$ cat config.mk
export PLATFORM = sky130hd
export DESIGN_NAME = mem_rd_top
export DESIGN_NICKNAME = d
export VERILOG_FILES = /design/src/verilog/mem_rd_pkg.sv /design/src/verilog/rd_xfer_if.sv /design/src/verilog/read_sequencer.sv /design/src/verilog/dqs_watchdog.sv /design/src/verilog/rdata_ctrl.sv /design/src/verilog/mem_rd_top.sv
export VERILOG_INCLUDE_DIRS = /design/src /design/src/verilog
export SDC_FILE = /design/constraint.sdc
export NUM_CORES = 1
export LEC_CHECK = 0
export BUFFER_PORTS_ARGS = -buffer_cell sky130_fd_sc_hd__buf_4
export CORE_UTILIZATION = 40
export DETAILED_ROUTE_END_ITERATION = 7
export PLACE_DENSITY_LB_ADDON = 0.05
export SYNTH_ARGS = -nofsm -noshare
export SYNTH_HDL_FRONTEND = slang
export SYNTH_SLANG_ARGS = --single-unit
$ cat constraint.sdc
create_clock -name mem_clk -period 2 [get_ports mem_clk]
set_input_delay 0.2 -clock mem_clk [delete_from_list [all_inputs] [get_ports mem_clk]]
set_output_delay 0.2 -clock mem_clk [all_outputs]
set_load 0.03 [all_outputs]
$ cat src/verilog/mem_rd_config.svh
// read-return build constants for data width and DQS watchdog limits
`ifndef MEM_RD_CONFIG_SVH
`define MEM_RD_CONFIG_SVH

// ------------------------------
// data path
// ------------------------------
// read data word width, 32, 64 or 128
`define AHB_DATA_WIDTH 32

// ------------------------------
// dqs watchdog
// ------------------------------
// counter width follows the data width
`define DQS_CNT_WIDTH ((`AHB_DATA_WIDTH == 32) ? 10 : ((`AHB_DATA_WIDTH == 64) ? 11 : 12))
// idle cycles without a strobe toggle before timeout
// must fit in DQS_CNT_WIDTH
`define DQS_TIMEOUT_CYCLES 64

`endif

$ cat src/verilog/mem_rd_pkg.sv
// shared types and response codes for the serial memory read-return path
`default_nettype none

`include "mem_rd_config.svh"

package mem_rd_pkg;

   // ------------------------------
   // data and burst widths
   // ------------------------------
   // one received / returned data word
   typedef logic [`AHB_DATA_WIDTH-1:0] data_word_t;
   // axi burst length minus one
   typedef logic [7:0] axi_len_t;
   // axi read response
   typedef logic [1:0] axi_resp_t;

   // response codes in use
   localparam axi_resp_t RESP_OKAY   = 2'b00;
   localparam axi_resp_t RESP_SLVERR = 2'b10;

   // dqs idle cycle count
   typedef logic [`DQS_CNT_WIDTH-1:0] dqs_cnt_t;

   // ------------------------------
   // read sequencer states
   // ------------------------------
   typedef enum logic [1:0]
   {
      IDLE           = 2'd0,
      RD_PROGRS      = 2'd1,
      CONT_RD_PROGRS = 2'd2
   } rd_state_e;

endpackage

`default_nettype wire

$ cat src/verilog/rd_xfer_if.sv
// burst start and completion link between read sequencer and read-data controller
`timescale 1ns/1ps
`default_nettype none

interface rd_xfer_if;
   import mem_rd_pkg::*;

   // pulse, one per burst
   logic     rd_start;
   // beats minus one, valid with rd_start
   axi_len_t rd_len;
   // burst returns error beats only
   logic     rd_err;
   // pulse when the last beat is taken
   logic     burst_done;

   // sequencer side
   modport seq
   (
      output rd_start,
      output rd_len,
      output rd_err,
      input  burst_done
   );

   // data controller side
   modport data
   (
      input  rd_start,
      input  rd_len,
      input  rd_err,
      output burst_done
   );

endinterface

`default_nettype wire

$ cat src/verilog/read_sequencer.sv
// read sequencer FSM that starts AXI read bursts and chains continuous reads
`timescale 1ns/1ps
`default_nettype none

module read_sequencer
(
   input  logic                mem_clk,
   input  logic                reset_n,

   // transfer request from the AXI slave controller
   input  logic                xfer_valid,
   input  logic                xfer_wr_rd,
   input  logic                cont_rd_req,
   input  logic                xfer_error,
   input  mem_rd_pkg::axi_len_t xfer_len,

   // transmit engine and error sources
   input  logic                xmittr_ack,
   input  logic                illegal_instrn_err,
   input  logic                dqs_timeout,

   output logic                rd_busy,
   output logic                rd_done,
   output logic                cont_rd_ack,

   rd_xfer_if.seq              xfer
);
   import mem_rd_pkg::*;

   rd_state_e state;
   rd_state_e state_nxt;

   logic rd_done_nxt;
   // error flag of the fresh read
   logic err_xfer;
   logic err_xfer_nxt;
   // latched dqs timeout
   logic dqs_to_reg;
   logic dqs_to_nxt;
   // latched illegal instruction edge
   logic ill_d1;
   logic ill_redge;
   logic ill_redge_reg;
   logic ill_redge_nxt;

   logic fresh_rd;
   logic cont_rd;
   logic chain;

   // ------------------------------
   // request decode
   // ------------------------------
   // new read accepted by the transmit engine
   assign fresh_rd  = xfer_valid & ~xfer_wr_rd & xmittr_ack;
   // controller asks to keep reading
   assign cont_rd   = xfer_valid & ~xfer_wr_rd & cont_rd_req;
   assign ill_redge = illegal_instrn_err & ~ill_d1;

   // ------------------------------
   // burst start toward data side
   // ------------------------------
   // fresh start only from idle
   // chained start together with the ack
   assign xfer.rd_start = ((state == IDLE) & fresh_rd) | chain;
   assign xfer.rd_len   = xfer_len;
   assign xfer.rd_err   = xfer_error;

   assign cont_rd_ack = chain;
   assign rd_busy     = (state != IDLE);

   // ------------------------------
   // next state
   // ------------------------------
   always_comb
   begin
      state_nxt     = state;
      rd_done_nxt   = 1'b0;
      err_xfer_nxt  = err_xfer;
      // a timeout in the ending cycle still counts
      dqs_to_nxt    = dqs_to_reg | dqs_timeout;
      ill_redge_nxt = ill_redge_reg;
      chain         = 1'b0;

      case (state)
         IDLE:
         begin
            if (fresh_rd)
            begin
               state_nxt    = RD_PROGRS;
               err_xfer_nxt = xfer_error;
            end
         end

         RD_PROGRS,
         CONT_RD_PROGRS:
         begin
            // illegal instruction only counts while busy
            ill_redge_nxt = ill_redge_reg | ill_redge;
            if (xfer.burst_done)
            begin
               // stop on timeout, illegal instr, error burst,
               // no pending request or an errored request
               if (dqs_to_nxt | ill_redge_nxt | err_xfer | ~cont_rd | xfer_error)
               begin
                  state_nxt     = IDLE;
                  rd_done_nxt   = 1'b1;
                  err_xfer_nxt  = 1'b0;
                  dqs_to_nxt    = 1'b0;
                  ill_redge_nxt = 1'b0;
               end
               else
               begin
                  // chain the next burst
                  state_nxt = CONT_RD_PROGRS;
                  chain     = 1'b1;
               end
            end
         end

         default:
         begin
            state_nxt = IDLE;
         end
      endcase
   end

   // ------------------------------
   // state registers
   // ------------------------------
   always_ff @(posedge mem_clk or negedge reset_n)
   begin
      if (!reset_n)
      begin
         state         <= IDLE;
         rd_done       <= 1'b0;
         err_xfer      <= 1'b0;
         dqs_to_reg    <= 1'b0;
         ill_d1        <= 1'b0;
         ill_redge_reg <= 1'b0;
      end
      else
      begin
         state         <= state_nxt;
         rd_done       <= rd_done_nxt;
         err_xfer      <= err_xfer_nxt;
         dqs_to_reg    <= dqs_to_nxt;
         // edge detect runs in every state
         ill_d1        <= illegal_instrn_err;
         ill_redge_reg <= ill_redge_nxt;
      end
   end

endmodule

`default_nettype wire

$ cat src/verilog/dqs_watchdog.sv
// DQS watchdog that flags a read whose strobe stops toggling
`timescale 1ns/1ps
`default_nettype none

`include "mem_rd_config.svh"

module dqs_watchdog
(
   input  logic mem_clk,
   input  logic reset_n,
   // high while a read sequence runs
   input  logic rd_busy,
   // strobe toggled this cycle
   input  logic dqs_toggle,
   output logic dqs_timeout
);
   import mem_rd_pkg::*;

   // cycles since last toggle or start of read
   dqs_cnt_t cnt;
   // one pulse per read sequence
   logic     armed;
   logic     hit;

   // ------------------------------
   // timeout decode
   // ------------------------------
   assign hit         = armed & (cnt == dqs_cnt_t'(`DQS_TIMEOUT_CYCLES));
   assign dqs_timeout = hit;

   // ------------------------------
   // idle counter
   // ------------------------------
   always_ff @(posedge mem_clk or negedge reset_n)
   begin
      if (!reset_n)
      begin
         cnt   <= '0;
         armed <= 1'b1;
      end
      else if (!rd_busy)
      begin
         // re-arm between read sequences
         cnt   <= '0;
         armed <= 1'b1;
      end
      else
      begin
         if (dqs_toggle)
            cnt <= dqs_cnt_t'(1);
         // holds once disarmed
         else if (armed)
            cnt <= cnt + 1'b1;
         if (hit)
            armed <= 1'b0;
      end
   end

endmodule

`default_nettype wire

$ cat src/verilog/rdata_ctrl.sv
// read-data controller turning received words and error fills into AXI read beats
`timescale 1ns/1ps
`default_nettype none

module rdata_ctrl
(
   input  logic                   mem_clk,
   input  logic                   reset_n,

   // received words from the PHY
   input  mem_rd_pkg::data_word_t rx_data,
   input  logic                   rx_valid,
   output logic                   rx_ready,

   // AXI read beat
   output mem_rd_pkg::data_word_t rdata,
   output logic                   rdata_valid,
   output logic                   rlast,
   output mem_rd_pkg::axi_resp_t  rresp,
   input  logic                   rdata_ack,

   input  logic                   dqs_timeout,

   rd_xfer_if.data                xfer
);
   import mem_rd_pkg::*;

   // beats still to load for this burst
   logic     active;
   // generate SLVERR beats instead of taking words
   logic     fill;
   // beats left to load minus one
   axi_len_t rem;

   logic slot_free;
   logic take;
   logic fill_step;
   logic load;
   logic last_beat;

   // ------------------------------
   // load decode
   // ------------------------------
   // holding register empty or emptied this cycle
   assign slot_free = ~rdata_valid | rdata_ack;
   assign rx_ready  = active & ~fill & slot_free;
   assign take      = rx_ready & rx_valid;
   assign fill_step = active & fill & slot_free;
   assign load      = take | fill_step;
   assign last_beat = (rem == '0);

   // last beat of the burst accepted
   assign xfer.burst_done = rdata_valid & rdata_ack & rlast;

   // ------------------------------
   // burst control
   // ------------------------------
   always_ff @(posedge mem_clk or negedge reset_n)
   begin
      if (!reset_n)
      begin
         active      <= 1'b0;
         fill        <= 1'b0;
         rem         <= '0;
         rdata_valid <= 1'b0;
      end
      else
      begin
         if (xfer.rd_start)
         begin
            // previous burst fully loaded by now
            active <= 1'b1;
            fill   <= xfer.rd_err;
            rem    <= xfer.rd_len;
         end
         else
         begin
            // timeout turns the rest of the burst into error beats
            if (dqs_timeout && active)
               fill <= 1'b1;
            if (load)
            begin
               if (last_beat)
                  active <= 1'b0;
               else
                  rem <= rem - 1'b1;
            end
         end

         if (load)
            rdata_valid <= 1'b1;
         else if (rdata_ack)
            rdata_valid <= 1'b0;
      end
   end

   // ------------------------------
   // beat holding register
   // ------------------------------
   always_ff @(posedge mem_clk)
   begin
      if (load)
      begin
         // zero data on error fill
         rdata <= take ? rx_data : '0;
         rresp <= take ? RESP_OKAY : RESP_SLVERR;
         rlast <= last_beat;
      end
   end

endmodule

`default_nettype wire

$ cat src/verilog/mem_rd_top.sv
// read-return top connecting sequencer, DQS watchdog and read-data controller
`timescale 1ns/1ps
`default_nettype none

module mem_rd_top
(
   input  logic                   mem_clk,
   input  logic                   reset_n,

   // transfer request from the AXI slave controller
   input  logic                   xfer_valid,
   input  logic                   xfer_wr_rd,
   input  logic                   cont_rd_req,
   input  logic                   xfer_error,
   input  mem_rd_pkg::axi_len_t   xfer_len,

   // transmit engine and instruction check
   input  logic                   xmittr_ack,
   input  logic                   illegal_instrn_err,

   // PHY receive side
   input  logic                   dqs_toggle,
   input  mem_rd_pkg::data_word_t rx_data,
   input  logic                   rx_valid,
   output logic                   rx_ready,

   // AXI read data channel
   output mem_rd_pkg::data_word_t rdata,
   output logic                   rdata_valid,
   output logic                   rlast,
   output mem_rd_pkg::axi_resp_t  rresp,
   input  logic                   rdata_ack,

   // completion toward transmit engine and ack resolver
   output logic                   rd_done,
   output logic                   cont_rd_ack
);

   // ------------------------------
   // internal links
   // ------------------------------
   rd_xfer_if xfer_if ();

   logic rd_busy;
   logic dqs_timeout;

   read_sequencer u_read_sequencer
   (
      .mem_clk            (mem_clk),
      .reset_n            (reset_n),
      .xfer_valid         (xfer_valid),
      .xfer_wr_rd         (xfer_wr_rd),
      .cont_rd_req        (cont_rd_req),
      .xfer_error         (xfer_error),
      .xfer_len           (xfer_len),
      .xmittr_ack         (xmittr_ack),
      .illegal_instrn_err (illegal_instrn_err),
      .dqs_timeout        (dqs_timeout),
      .rd_busy            (rd_busy),
      .rd_done            (rd_done),
      .cont_rd_ack        (cont_rd_ack),
      .xfer               (xfer_if.seq)
   );

   // watches the strobe while a read runs
   dqs_watchdog u_dqs_watchdog
   (
      .mem_clk     (mem_clk),
      .reset_n     (reset_n),
      .rd_busy     (rd_busy),
      .dqs_toggle  (dqs_toggle),
      .dqs_timeout (dqs_timeout)
   );

   rdata_ctrl u_rdata_ctrl
   (
      .mem_clk     (mem_clk),
      .reset_n     (reset_n),
      .rx_data     (rx_data),
      .rx_valid    (rx_valid),
      .rx_ready    (rx_ready),
      .rdata       (rdata),
      .rdata_valid (rdata_valid),
      .rlast       (rlast),
      .rresp       (rresp),
      .rdata_ack   (rdata_ack),
      .dqs_timeout (dqs_timeout),
      .xfer        (xfer_if.data)
   );

endmodule

`default_nettype wire

==> results.py, run 1 <==
metrics = {
    "worst_setup_path": {
        "criticalPathCategory": "register to output pin",
        "worst-r2r-cell-count": 7,
        "timing.rr.start": "u_rdata_ctrl.rem[1]$_DFFE_PN0P_",
        "critical_path.max_fanout": 4,
        "cp-start-kind": "register",
        "timing.critical_path.required_ns": 1.80,
        "cp.arrival_ns": 1.78,
        "worstSetupEndpointType": "output pin",
        "worst-r2r-setup-slack_ns": 0.13,
        "timing.rr.end": "u_rdata_ctrl.rem[1]$_DFFE_PN0P_",
    },
    "cells_and_area": {
        "largest_registers": "u_rdata_ctrl.rdata x32, u_dqs_watchdog.cnt x10, u_rdata_ctrl.rem x8",
        "mostFrequentLayoutCell": "sky130_fd_sc_hd__buf_4",
        "layout.filler_cells": 629,
        "area_delta_synth_final_pct": 37.9,
        "regMostFlops": "u_rdata_ctrl.rdata",
        "diodes": 0,
        "nets": 411,
        "final_core_utilization_pct": 58.1,
        "layout_common_cells": "sky130_fd_sc_hd__buf_4 (98), sky130_fd_sc_hd__and3_1 (34), sky130_fd_sc_hd__edfxtp_1 (34)",
        "largest_reg_flops": 32,
        "final_layout_size_suffix_gt1_share_pct": 35.9,
    },
    "synth": {
        "ys.warnings.count": 0,
        "synth_area_per_cell_um2": 11.6,
        "ys_top_cells_by_area": "sky130_fd_sc_hd__edfxtp_1 (35%), sky130_fd_sc_hd__dfrtp_1 (24%), sky130_fd_sc_hd__and3_1 (7.3%), sky130_fd_sc_hd__nor2_1 (3.7%), sky130_fd_sc_hd__a21oi_1 (2.6%)",
        "synth_seq_cells": 63,
        "synth_area_mm2": 0.00291,
        "synth-adder-area-share_pct": 2.58,
        "synthesized_area_fraction_occupied_by_and_or_nand_nor_cells_pct": 23.2,
        "post_synth_num_cell_types": 45,
        "synth.largest_area_cell": "sky130_fd_sc_hd__edfxtp_1",
        "seq_area_frac_synth_pct": 60.1,
        "synthDominantCellAreaShare_pct": 35.1,
        "synthXorXnorAreaFrac_pct": 2.41,
        "synth_compound_gate_area_share_pct": 5.63,
        "postSynthNetCount": 307,
        "muxShareOfSynthArea_pct": 2.24,
        "dominant_combinational_cell_family_by_area_after_synthesis": "simple AND/OR/NAND/NOR gates",
        "synthCells": 250,
    },
    "timing": {
        "hold-worst-slack_ns": 0.0914,
        "finalSetupViolCount": 0,
        "post_route_fraction_of_the_period_consumed_by_the_critical_path_pct": 99.0,
        "rsz_0062_raised_after_global_routing": "true",
        "post-route-min-period_ns": 1.98,
        "finalMaxSlewViolations": 0,
        "skew_ns": 0.00829,
        "final-hold-violation-count": 0,
        "achievable-frequency_ghz": 0.505,
        "setup_total_negative_slack_ns": 0,
    },
    "cts": {
        "clk_tree_root_cell": "sky130_fd_sc_hd__clkbuf_8",
        "clock_net_sink_count": 63,
        "clock_insertion_delay_worst_skew_ns": 0.33,
        "ctsLongestPathBuffers": 2,
        "clk_pin_slew_ns": 0.07,
        "tritoncts_buffer_count": 9,
        "clock_tree.htree_level_count": 3,
        "tritoncts": "done",
    },
    "placement": {
        "gp_congestion": 0.776,
        "dp.final_hpwl_mm": 4.28,
        "portBuffers": 88,
    },
    "route": {
        "avgViaCountPerCell": 4.87,
        "route.antenna.remaining_nets": 0,
        "vias": 2218,
        "drt_pre_antenna_iters": 4,
        "remaining_drc_errors": 0,
        "drt-initial-drc-count": 107,
        "detail_route.wirelength_mm": 6.31,
        "avgRoutedWirePerCell_um": 13.9,
    },
    "die": {
        "area_of_the_die_mm2": 0.00762,
        "fp.coreArea_mm2": 0.00691,
        "number_of_core_rows": 30,
        "die_h_um": 87.3,
        "total_i_o_pin_count": 90,
        "die_width_um": 87.3,
        "initial_core_util_pct": 42.1,
    },
    "pwr": {
        "powerDensity_mw_per_mm2": 1320,
        "vdd_drop_max_v": 0.000637,
        "power_mw": 5.28,
        "static-leakage-power_nw": 1.84,
    },
    "worst_hold_path": {
        "hold-path-endpoint": "u_dqs_watchdog.cnt[0]$_DFFE_PN0P_",
        "hold_depth": 3,
        "worstHoldPathType": "input port to register",
        "hold_path_startpoint": "dqs_toggle",
    },
    "run_status": {
        "run_status": "complete, no violations",
    },
    "grt": {
        "grt_pass1_vias": 1989,
        "antenna_found_initial": 0,
        "globalRouteTotalUtil_pct": 16.8,
        "grt_max_degree": 36,
        "grt_first_pass_wirelength_mm": 9.59,
        "globalRoute.totalOverflow": 0,
    },
    "flow_run": {
        "maxCapViolCount": 0,
    },
}
## synth_stat cells, drive strengths merged
| cell type | number |
|---|---|
| and3 | 34 |
| edfxtp | 34 |
| nor2 | 29 |
| dfrtp | 28 |
| a21oi | 15 |
| inv | 12 |
| nand2 | 11 |
| clkbuf | 7 |
| o21ai | 7 |
| ha | 6 |
| xor2 | 6 |
| mux2i | 5 |
| nor3 | 5 |
| buf | 4 |
| nand4 | 4 |
| nor2b | 4 |
| nor4b | 4 |
| nand2b | 3 |
| nand3 | 3 |
| a31oi | 2 |
| and2 | 2 |
| nand3b | 2 |
| nand4b | 2 |
| nor4 | 2 |
| or3 | 2 |
| or4 | 2 |
| xnor2 | 2 |
| a21o | 1 |
| a22o | 1 |
| a31o | 1 |
| and3b | 1 |
| conb | 1 |
| dfstp | 1 |
| mux2 | 1 |
| nor3b | 1 |
| o21a | 1 |
| o31a | 1 |
| or2 | 1 |
| or4b | 1 |
| or4bb | 1 |
## layout make-up
cell class / count / area [um^2] / share of cell area (%)
inverter: 12 / 45.0 / 1.12
sequential: 63 / 1750 / 43.6
clock buffer: 9 / 124 / 3.09
tap: 96 / 120 / 2.99
multi-input combinational: 164 / 1090 / 27.2
clock inverter: 7 / 63.8 / 1.59
timing repair buffer: 104 / 818 / 20.4
## stage by stage
step	instances	setup slack (ns)	cell area, um^2
finish	455	0.0206	4010
global route	455	-0.0709	4010
CTS	447	0.0282	3920
detailed placement	428	0.0806	3690
global placement	428	0.121	3690
floorplan	250	0.0803	2920
## critical path, cell delays in order (launching register included)
cell and delay [ns]:
sky130_fd_sc_hd__dfrtp_1 0.38, sky130_fd_sc_hd__inv_2 0.06, sky130_fd_sc_hd__ha_4 0.27, sky130_fd_sc_hd__nand4_1 0.14, sky130_fd_sc_hd__buf_6 0.16, sky130_fd_sc_hd__nor4_4 0.27, sky130_fd_sc_hd__buf_6 0.17
## timing repair
item                                   4_1_cts  5_1_grt
setup endpoints to repair                    1        2
cloned                                       0        0
hold buffers                                 2        0
pin swaps                                    0        3
endpoints found under the hold margin       29        0
buffers inserted                             1        8
gates resized for setup                      1        7
## how the worst max path moves through the flow
| stage | start | end | slack [ns] |
|---|---|---|---|
| after floorplan | u_rdata_ctrl.rdata_valid$_DFFE_PN0P_ | u_rdata_ctrl.rdata[0]$_SDFFCE_PN0P_ | 0.08 |
| after global placement | u_rdata_ctrl.rem[0]$_DFFE_PN0P_ | u_rdata_ctrl.rem[1]$_DFFE_PN0P_ | 0.12 |
| after detailed placement | u_rdata_ctrl.rem[0]$_DFFE_PN0P_ | u_rdata_ctrl.rem[1]$_DFFE_PN0P_ | 0.08 |
| after CTS | u_dqs_watchdog.cnt[1]$_DFFE_PN0P_ | cont_rd_ack | 0.03 |
| after global routing | u_read_sequencer.state[0]$_DFFE_PN0P_ | cont_rd_ack | -0.07 |
| final | u_read_sequencer.state[0]$_DFFE_PN0P_ | cont_rd_ack | 0.02 |
## kinds of logic after synthesis
| kind of cell | Yosys count |
|---|---|
| mux | 6 |
| flops | 63 |
| buf+inv | 23 |
| other cells | 1 |
| simple gates | 114 |
| xor+xnor | 8 |
| compound gates | 29 |
| fa+ha+maj | 6 |
## per-layer routing
layer  part of all wire, %  global-route usage [%]  vias up
met3                   4.7                    3.79        9
met5                     0                       0        -
met4                   1.4                    8.05        0
met2                    50                    26.8       50
li1                      -                       -     1102
met1                    44                    21.6     1057
## power by group
group          leakage (nW)  total, mW  switching [mW]  internal (mW)
clock                0.0840       1.08           0.518          0.563
sequential            0.709       2.08           0.215           1.87
combinational          1.05       2.12            1.25          0.869
Power figures use the tool's default switching activity.
==> run 2: changes to the inputs <==
Settings changed: CORE_MARGIN from default to 5.
==> run 2 against run 1 <==
Critical path depth stayed put. Largest cell class unchanged. First-iteration DRC count is 6.5% lower. Combinational power hardly changed. Non-clock buffer count is 5 higher. Utilization is 0.92 points lower. Cell area is 2.2% higher. Power is 4.9% higher. Clock skew is 0.0019 ns higher. Count of clock-buffer cells in the layout stayed put. Via count is 2.1% higher.
==> results.py, run 2 (synthesis results as in run 1) <==
metrics = {
    "run_status": {
        "run_status": "complete, no violations",
    },
    "pwr": {
        "combinationalPowerShare_pct": 38.2,
        "power_switching_share_pct": 36.0,
        "pwr-share-clk_pct": 24.4,
        "powerDensity_mw_per_mm2": 1350,
        "pwr-share-seq_pct": 37.5,
        "power.internal_mw": 3.55,
        "power.switching_mw": 1.99,
        "static-leakage-power_nw": 1.90,
        "power_mw": 5.54,
        "vdd_drop_max_v": 0.000652,
    },
    "worst_setup_path": {
        "critical_path.startpoint": "u_read_sequencer.state[0]$_DFFE_PN0P_",
        "timing.rr.start": "u_rdata_ctrl.rem[0]$_DFFE_PN0P_",
        "timing.critical_path.required_ns": 1.80,
        "setup.worst_path.end": "cont_rd_ack",
        "cp.arrival_ns": 1.73,
        "worst-r2r-cell-count": 7,
        "worstSetupEndpointType": "output pin",
        "critical_path.max_fanout": 4,
        "worst-r2r-setup-slack_ns": 0.09,
        "criticalPathCategory": "register to output pin",
        "timing.rr.end": "u_rdata_ctrl.rem[1]$_DFFE_PN0P_",
        "cp-start-kind": "register",
    },
    "grt": {
        "globalRoute.totalOverflow": 0,
        "antenna_found_initial": 0,
        "grt_pass1_vias": 2058,
        "globalRouteTotalUtil_pct": 14.7,
        "grt_first_pass_wirelength_mm": 10.1,
        "grt_max_degree": 35,
    },
    "cells_and_area": {
        "diodes": 0,
        "largest_registers": "u_rdata_ctrl.rdata x32, u_dqs_watchdog.cnt x10, u_rdata_ctrl.rem x8",
        "mostFrequentLayoutCell": "sky130_fd_sc_hd__buf_4",
        "regMostFlops": "u_rdata_ctrl.rdata",
        "area_delta_synth_final_pct": 41.0,
        "register_area_mm2": 0.00175,
        "nets": 416,
        "layout_common_cells": "sky130_fd_sc_hd__buf_4 (104), sky130_fd_sc_hd__edfxtp_1 (34), sky130_fd_sc_hd__and3_1 (33)",
        "multi_input_area_mm2": 0.00110,
        "layout.filler_cells": 618,
        "final_layout_size_suffix_gt1_share_pct": 37.9,
        "largest_reg_flops": 32,
    },
    "die": {
        "die_h_um": 95.3,
        "initial_core_util_pct": 40.5,
        "total_i_o_pin_count": 90,
        "area_of_the_die_mm2": 0.00908,
        "fp.coreArea_mm2": 0.00718,
        "number_of_core_rows": 31,
        "die_width_um": 95.3,
    },
    "cts": {
        "clock_net_sink_count": 63,
        "clk_tree_root_cell": "sky130_fd_sc_hd__clkbuf_8",
        "tritoncts": "done",
        "clk_pin_slew_ns": 0.07,
        "clock_insertion_delay_worst_skew_ns": 0.34,
        "ctsLongestPathBuffers": 2,
        "clock_tree.htree_level_count": 3,
        "tritoncts_buffer_count": 9,
    },
    "route": {
        "route.antenna.remaining_nets": 0,
        "avgRoutedWirePerCell_um": 14.6,
        "drt_pre_antenna_iters": 4,
        "remaining_drc_errors": 0,
        "avgViaCountPerCell": 4.89,
        "vias": 2264,
        "detail_route.wirelength_mm": 6.75,
        "drt-initial-drc-count": 100,
    },
    "placement": {
        "portBuffers": 88,
        "dp.final_hpwl_mm": 4.70,
        "gp_congestion": 0.753,
    },
    "timing": {
        "rsz_0062_raised_after_global_routing": "true",
        "achievable-frequency_ghz": 0.518,
        "skew_ns": 0.0102,
        "setup_total_negative_slack_ns": 0,
        "finalSetupViolCount": 0,
        "post-route-min-period_ns": 1.93,
        "hold-worst-slack_ns": 0.0960,
        "final-hold-violation-count": 0,
        "post_route_fraction_of_the_period_consumed_by_the_critical_path_pct": 96.6,
        "finalMaxSlewViolations": 0,
    },
    "flow_run": {
        "maxCapViolCount": 0,
    },
    "worst_hold_path": {
        "worstHoldPathType": "input port to register",
    },
}
-- run 2: what timing repair did --
| action | 4_1_cts | 5_1_grt |
|---|---|---|
| resized for setup | 1 | 8 |
| hold buffers | 2 | 0 |
| pin swaps | 1 | 5 |
| endpoints found under the hold margin | 29 | 0 |
| setup buffers | 3 | 7 |
| endpoints found under the setup margin | 1 | 3 |
-- run 2: how the worst min path moves through the flow --
stage               slack, ns  cells past startpoint                                 to         from
floorplan                -0.1                      0  u_dqs_watchdog.cnt[0]$_DFFE_PN0P_      reset_n
global placement         0.15                      1  u_dqs_watchdog.cnt[4]$_DFFE_PN0P_      reset_n
detailed placement       0.15                      1  u_dqs_watchdog.cnt[4]$_DFFE_PN0P_      reset_n
CTS                      0.08                      3  u_dqs_watchdog.cnt[0]$_DFFE_PN0P_   dqs_toggle
global route             0.09                      2    u_rdata_ctrl.rem[1]$_DFFE_PN0P_  xfer_len[1]
finish                    0.1                      3  u_dqs_watchdog.cnt[0]$_DFFE_PN0P_   dqs_toggle
-- run 2: worst max-delay path, stage by stage, from the launching register on --
cell and delay [ns]:
sky130_fd_sc_hd__dfrtp_1 0.40, sky130_fd_sc_hd__inv_2 0.06, sky130_fd_sc_hd__ha_4 0.26, sky130_fd_sc_hd__nand4_1 0.12
sky130_fd_sc_hd__buf_6 0.16, sky130_fd_sc_hd__nor4_4 0.22, sky130_fd_sc_hd__buf_6 0.17
-- run 2: stage by stage --
step                      instances  area [um^2]  util (%)  setup WS, ns
after CTS                       456         4010      55.9        0.0166
after detailed placement        435         3720      51.8        0.0563
after global placement          435         3720      51.8         0.118
after floorplan                 250         2920         -        0.0803
final                           463         4100      57.2        0.0688
after global routing            463         4100      57.2      -0.00893
-- run 2: cell type report --
class                           instances  area share [%]
Clock buffer                            9            3.02
Timing Repair Buffer                  109            20.6
Tap cell                               99            3.02
Multi-Input combinational cell        164            26.8
Clock inverter                          7            2.93
Inverter                               12            1.10
Sequential cell                        63            42.6
-- run 2: power by group through the flow --
stage	clock, mW	combinational [mW]	sequential (mW)
detailed placement	0	2.02	2.11
floorplan	0	0.711	2.65
global placement	0	2.00	2.10
CTS	1.40	2.06	2.08
global route	1.44	2.29	2.13
finish	1.35	2.12	2.08
-- run 2: layer usage --
metal,track usage [%],share of wire [%]
met1,19.4,44
met2,22.6,49
met3,3.39,5.8
met4,7.21,1.7
met5,0,0
==> run 3: changes to the inputs <==
Settings changed: PLACE_DENSITY_LB_ADDON 0.05 to default, RECOVER_POWER from default to 50.
==> run 3 against run 2 <==
Hold slack lost 0.0020 ns. Critical endpoint unchanged. Worst setup slack improved by 0.025 ns. Combinational power down 13%. Via count down 2.8%. Highest routed layer unchanged.
==> results.py, run 3 (synthesis results as in run 1) <==
metrics = {
    "run_status": {
        "run_status": "complete, no violations",
    },
    "cells_and_area": {
        "area_delta_synth_final_pct": 34.1,
        "multi_input_area_mm2": 0.00110,
        "diodes": 0,
        "regMostFlops": "u_rdata_ctrl.rdata",
        "layout_common_cells": "sky130_fd_sc_hd__buf_4 (52), sky130_fd_sc_hd__clkbuf_1 (38), sky130_fd_sc_hd__edfxtp_1 (34)",
        "layout.filler_cells": 690,
        "largest_reg_flops": 32,
        "nets": 407,
        "mostFrequentLayoutCell": "sky130_fd_sc_hd__buf_4",
        "final_layout_size_suffix_gt1_share_pct": 25.1,
        "largest_registers": "u_rdata_ctrl.rdata x32, u_dqs_watchdog.cnt x10, u_rdata_ctrl.rem x8",
        "register_area_mm2": 0.00175,
        "final_area_mm2": 0.00390,
    },
    "timing": {
        "finalSetupViolCount": 0,
        "max-slew-margin-rel_pct": 49.5,
        "final-hold-violation-count": 0,
        "post_route_fraction_of_the_period_consumed_by_the_critical_path_pct": 95.3,
        "setup_total_negative_slack_ns": 0,
        "skew_ns": 0.0129,
        "post-route-min-period_ns": 1.91,
        "achievable-frequency_ghz": 0.525,
        "rsz_0062_raised_after_global_routing": "true",
        "final_critical_path_setup_slack_ns": 0.0942,
        "worst_pin_slew_ns": 0.757,
        "finalMaxSlewViolations": 0,
    },
    "worst_setup_path": {
        "cp-start-kind": "register",
        "critical_path.max_fanout": 3,
        "timing.critical_path.required_ns": 1.80,
        "worstSetupEndpointType": "output pin",
        "criticalPathCategory": "register to output pin",
        "cp.arrival_ns": 1.71,
    },
    "route": {
        "route.antenna.remaining_nets": 0,
        "avgViaCountPerCell": 4.85,
        "remaining_drc_errors": 0,
        "detail_route.wirelength_mm": 6.68,
        "vias": 2201,
        "drt_pre_antenna_iters": 4,
        "drt-initial-drc-count": 103,
        "avgRoutedWirePerCell_um": 14.7,
    },
    "cts": {
        "clock_tree.htree_level_count": 3,
        "clock_insertion_delay_worst_skew_ns": 0.33,
        "tritoncts_buffer_count": 9,
        "tritoncts": "done",
        "clock_net_sink_count": 63,
        "clk_pin_slew_ns": 0.08,
        "ctsLongestPathBuffers": 2,
        "clk_tree_root_cell": "sky130_fd_sc_hd__clkbuf_8",
    },
    "grt": {
        "grt_pass1_vias": 2075,
        "grt_first_pass_wirelength_mm": 10.2,
        "grt_max_degree": 36,
        "globalRouteTotalUtil_pct": 14.8,
        "globalRoute.totalOverflow": 0,
        "antenna_found_initial": 0,
    },
    "worst_hold_path": {
        "worstHoldPathType": "input port to register",
    },
    "pwr": {
        "static-leakage-power_nw": 1.72,
        "powerDensity_mw_per_mm2": 1370,
        "vdd_drop_max_v": 0.000611,
    },
    "die": {
        "area_of_the_die_mm2": 0.00908,
        "total_i_o_pin_count": 90,
        "number_of_core_rows": 31,
        "die_h_um": 95.3,
        "fp.coreArea_mm2": 0.00718,
        "initial_core_util_pct": 40.5,
        "die_width_um": 95.3,
    },
    "placement": {
        "dp_worst_setup_slack_ns": 0.0754,
        "gp_congestion": 0.782,
        "portBuffers": 88,
        "detailed_place.area_mm2": 0.00369,
        "dp.final_hpwl_mm": 4.67,
    },
    "flow_run": {
        "maxCapViolCount": 0,
    },
}
==> run 3: metal layers <==
metal	vias up	wire, um	track usage, %
li1	1094	-	-
met1	1038	3040	19.5
met2	64	3180	22.9
met3	5	393	4.18
met4	0	65	6.13
met5	-	0	0
==> run 3: stage by stage <==
| stage | cells | hold WS, ns | power (mW) | util [%] |
|---|---|---|---|---|
| final | 454 | 0.0940 | 5.33 | 54.4 |
| after global routing | 454 | 0.0813 | 5.65 | 54.4 |
| after CTS | 450 | 0.0809 | 5.56 | 55.4 |
| after detailed placement | 431 | 0.153 | 4.12 | 51.4 |
| after global placement | 431 | 0.154 | 4.09 | 51.4 |
| after floorplan | 250 | -0.0956 | 3.36 | - |
==> run 3: repair_timing <==
item                       4_1_cts  5_1_grt
hold buffers                     2        0
pin swaps                        0        1
setup endpoints to repair        1        2
hold endpoints to repair        29        0
buffers inserted                 1        4
gates resized for setup          1        8
==> run 3: final timing paths <==
| check | depth (start not counted) | slack, ns | end | startpoint |
|---|---|---|---|---|
| max in group asynchronous | 2 | 1.05 | u_dqs_watchdog.cnt[8]$_DFFE_PN0P_ | reset_n |
| min | 3 | 0.09 | u_dqs_watchdog.cnt[0]$_DFFE_PN0P_ | dqs_toggle |
| min in group asynchronous | 2 | 0.47 | u_read_sequencer.err_xfer$_DFFE_PN0P_ | reset_n |
| max reg2reg | 7 | 0.12 | u_rdata_ctrl.rem[1]$_DFFE_PN0P_ | u_rdata_ctrl.rem[1]$_DFFE_PN0P_ |
| min reg2reg | 1 | 0.52 | u_read_sequencer.ill_redge_reg$_DFFE_PN0P_ | u_read_sequencer.ill_redge_reg$_DFFE_PN0P_ |
| max | 4 | 0.09 | cont_rd_ack | u_read_sequencer.err_xfer$_DFFE_PN0P_ |
==> run 3: power breakdown <==
| group | internal, mW | total, mW | switching [mW] |
|---|---|---|---|
| clock | 0.848 | 1.40 | 0.554 |
| sequential | 1.87 | 2.08 | 0.217 |
| combinational | 0.590 | 1.84 | 1.25 |
| total | 3.30 | 5.33 | 2.02 |
==> run 3: critical path, stage by stage (launching register included) <==
cell	delay, ns
sky130_fd_sc_hd__dfrtp_1	0.42
sky130_fd_sc_hd__nor4b_2	0.26
sky130_fd_sc_hd__nand4b_1	0.24
sky130_fd_sc_hd__nor4_4	0.29
sky130_fd_sc_hd__buf_6	0.17
==> run 3: final cells by class <==
type	instances	area share, %
clock buffer	9	3.18
clock inverter	7	3.27
inverter	12	1.15
multi-input combinational	164	28.1
sequential	63	44.8
tap	99	3.18
timing repair buffer	100	16.3
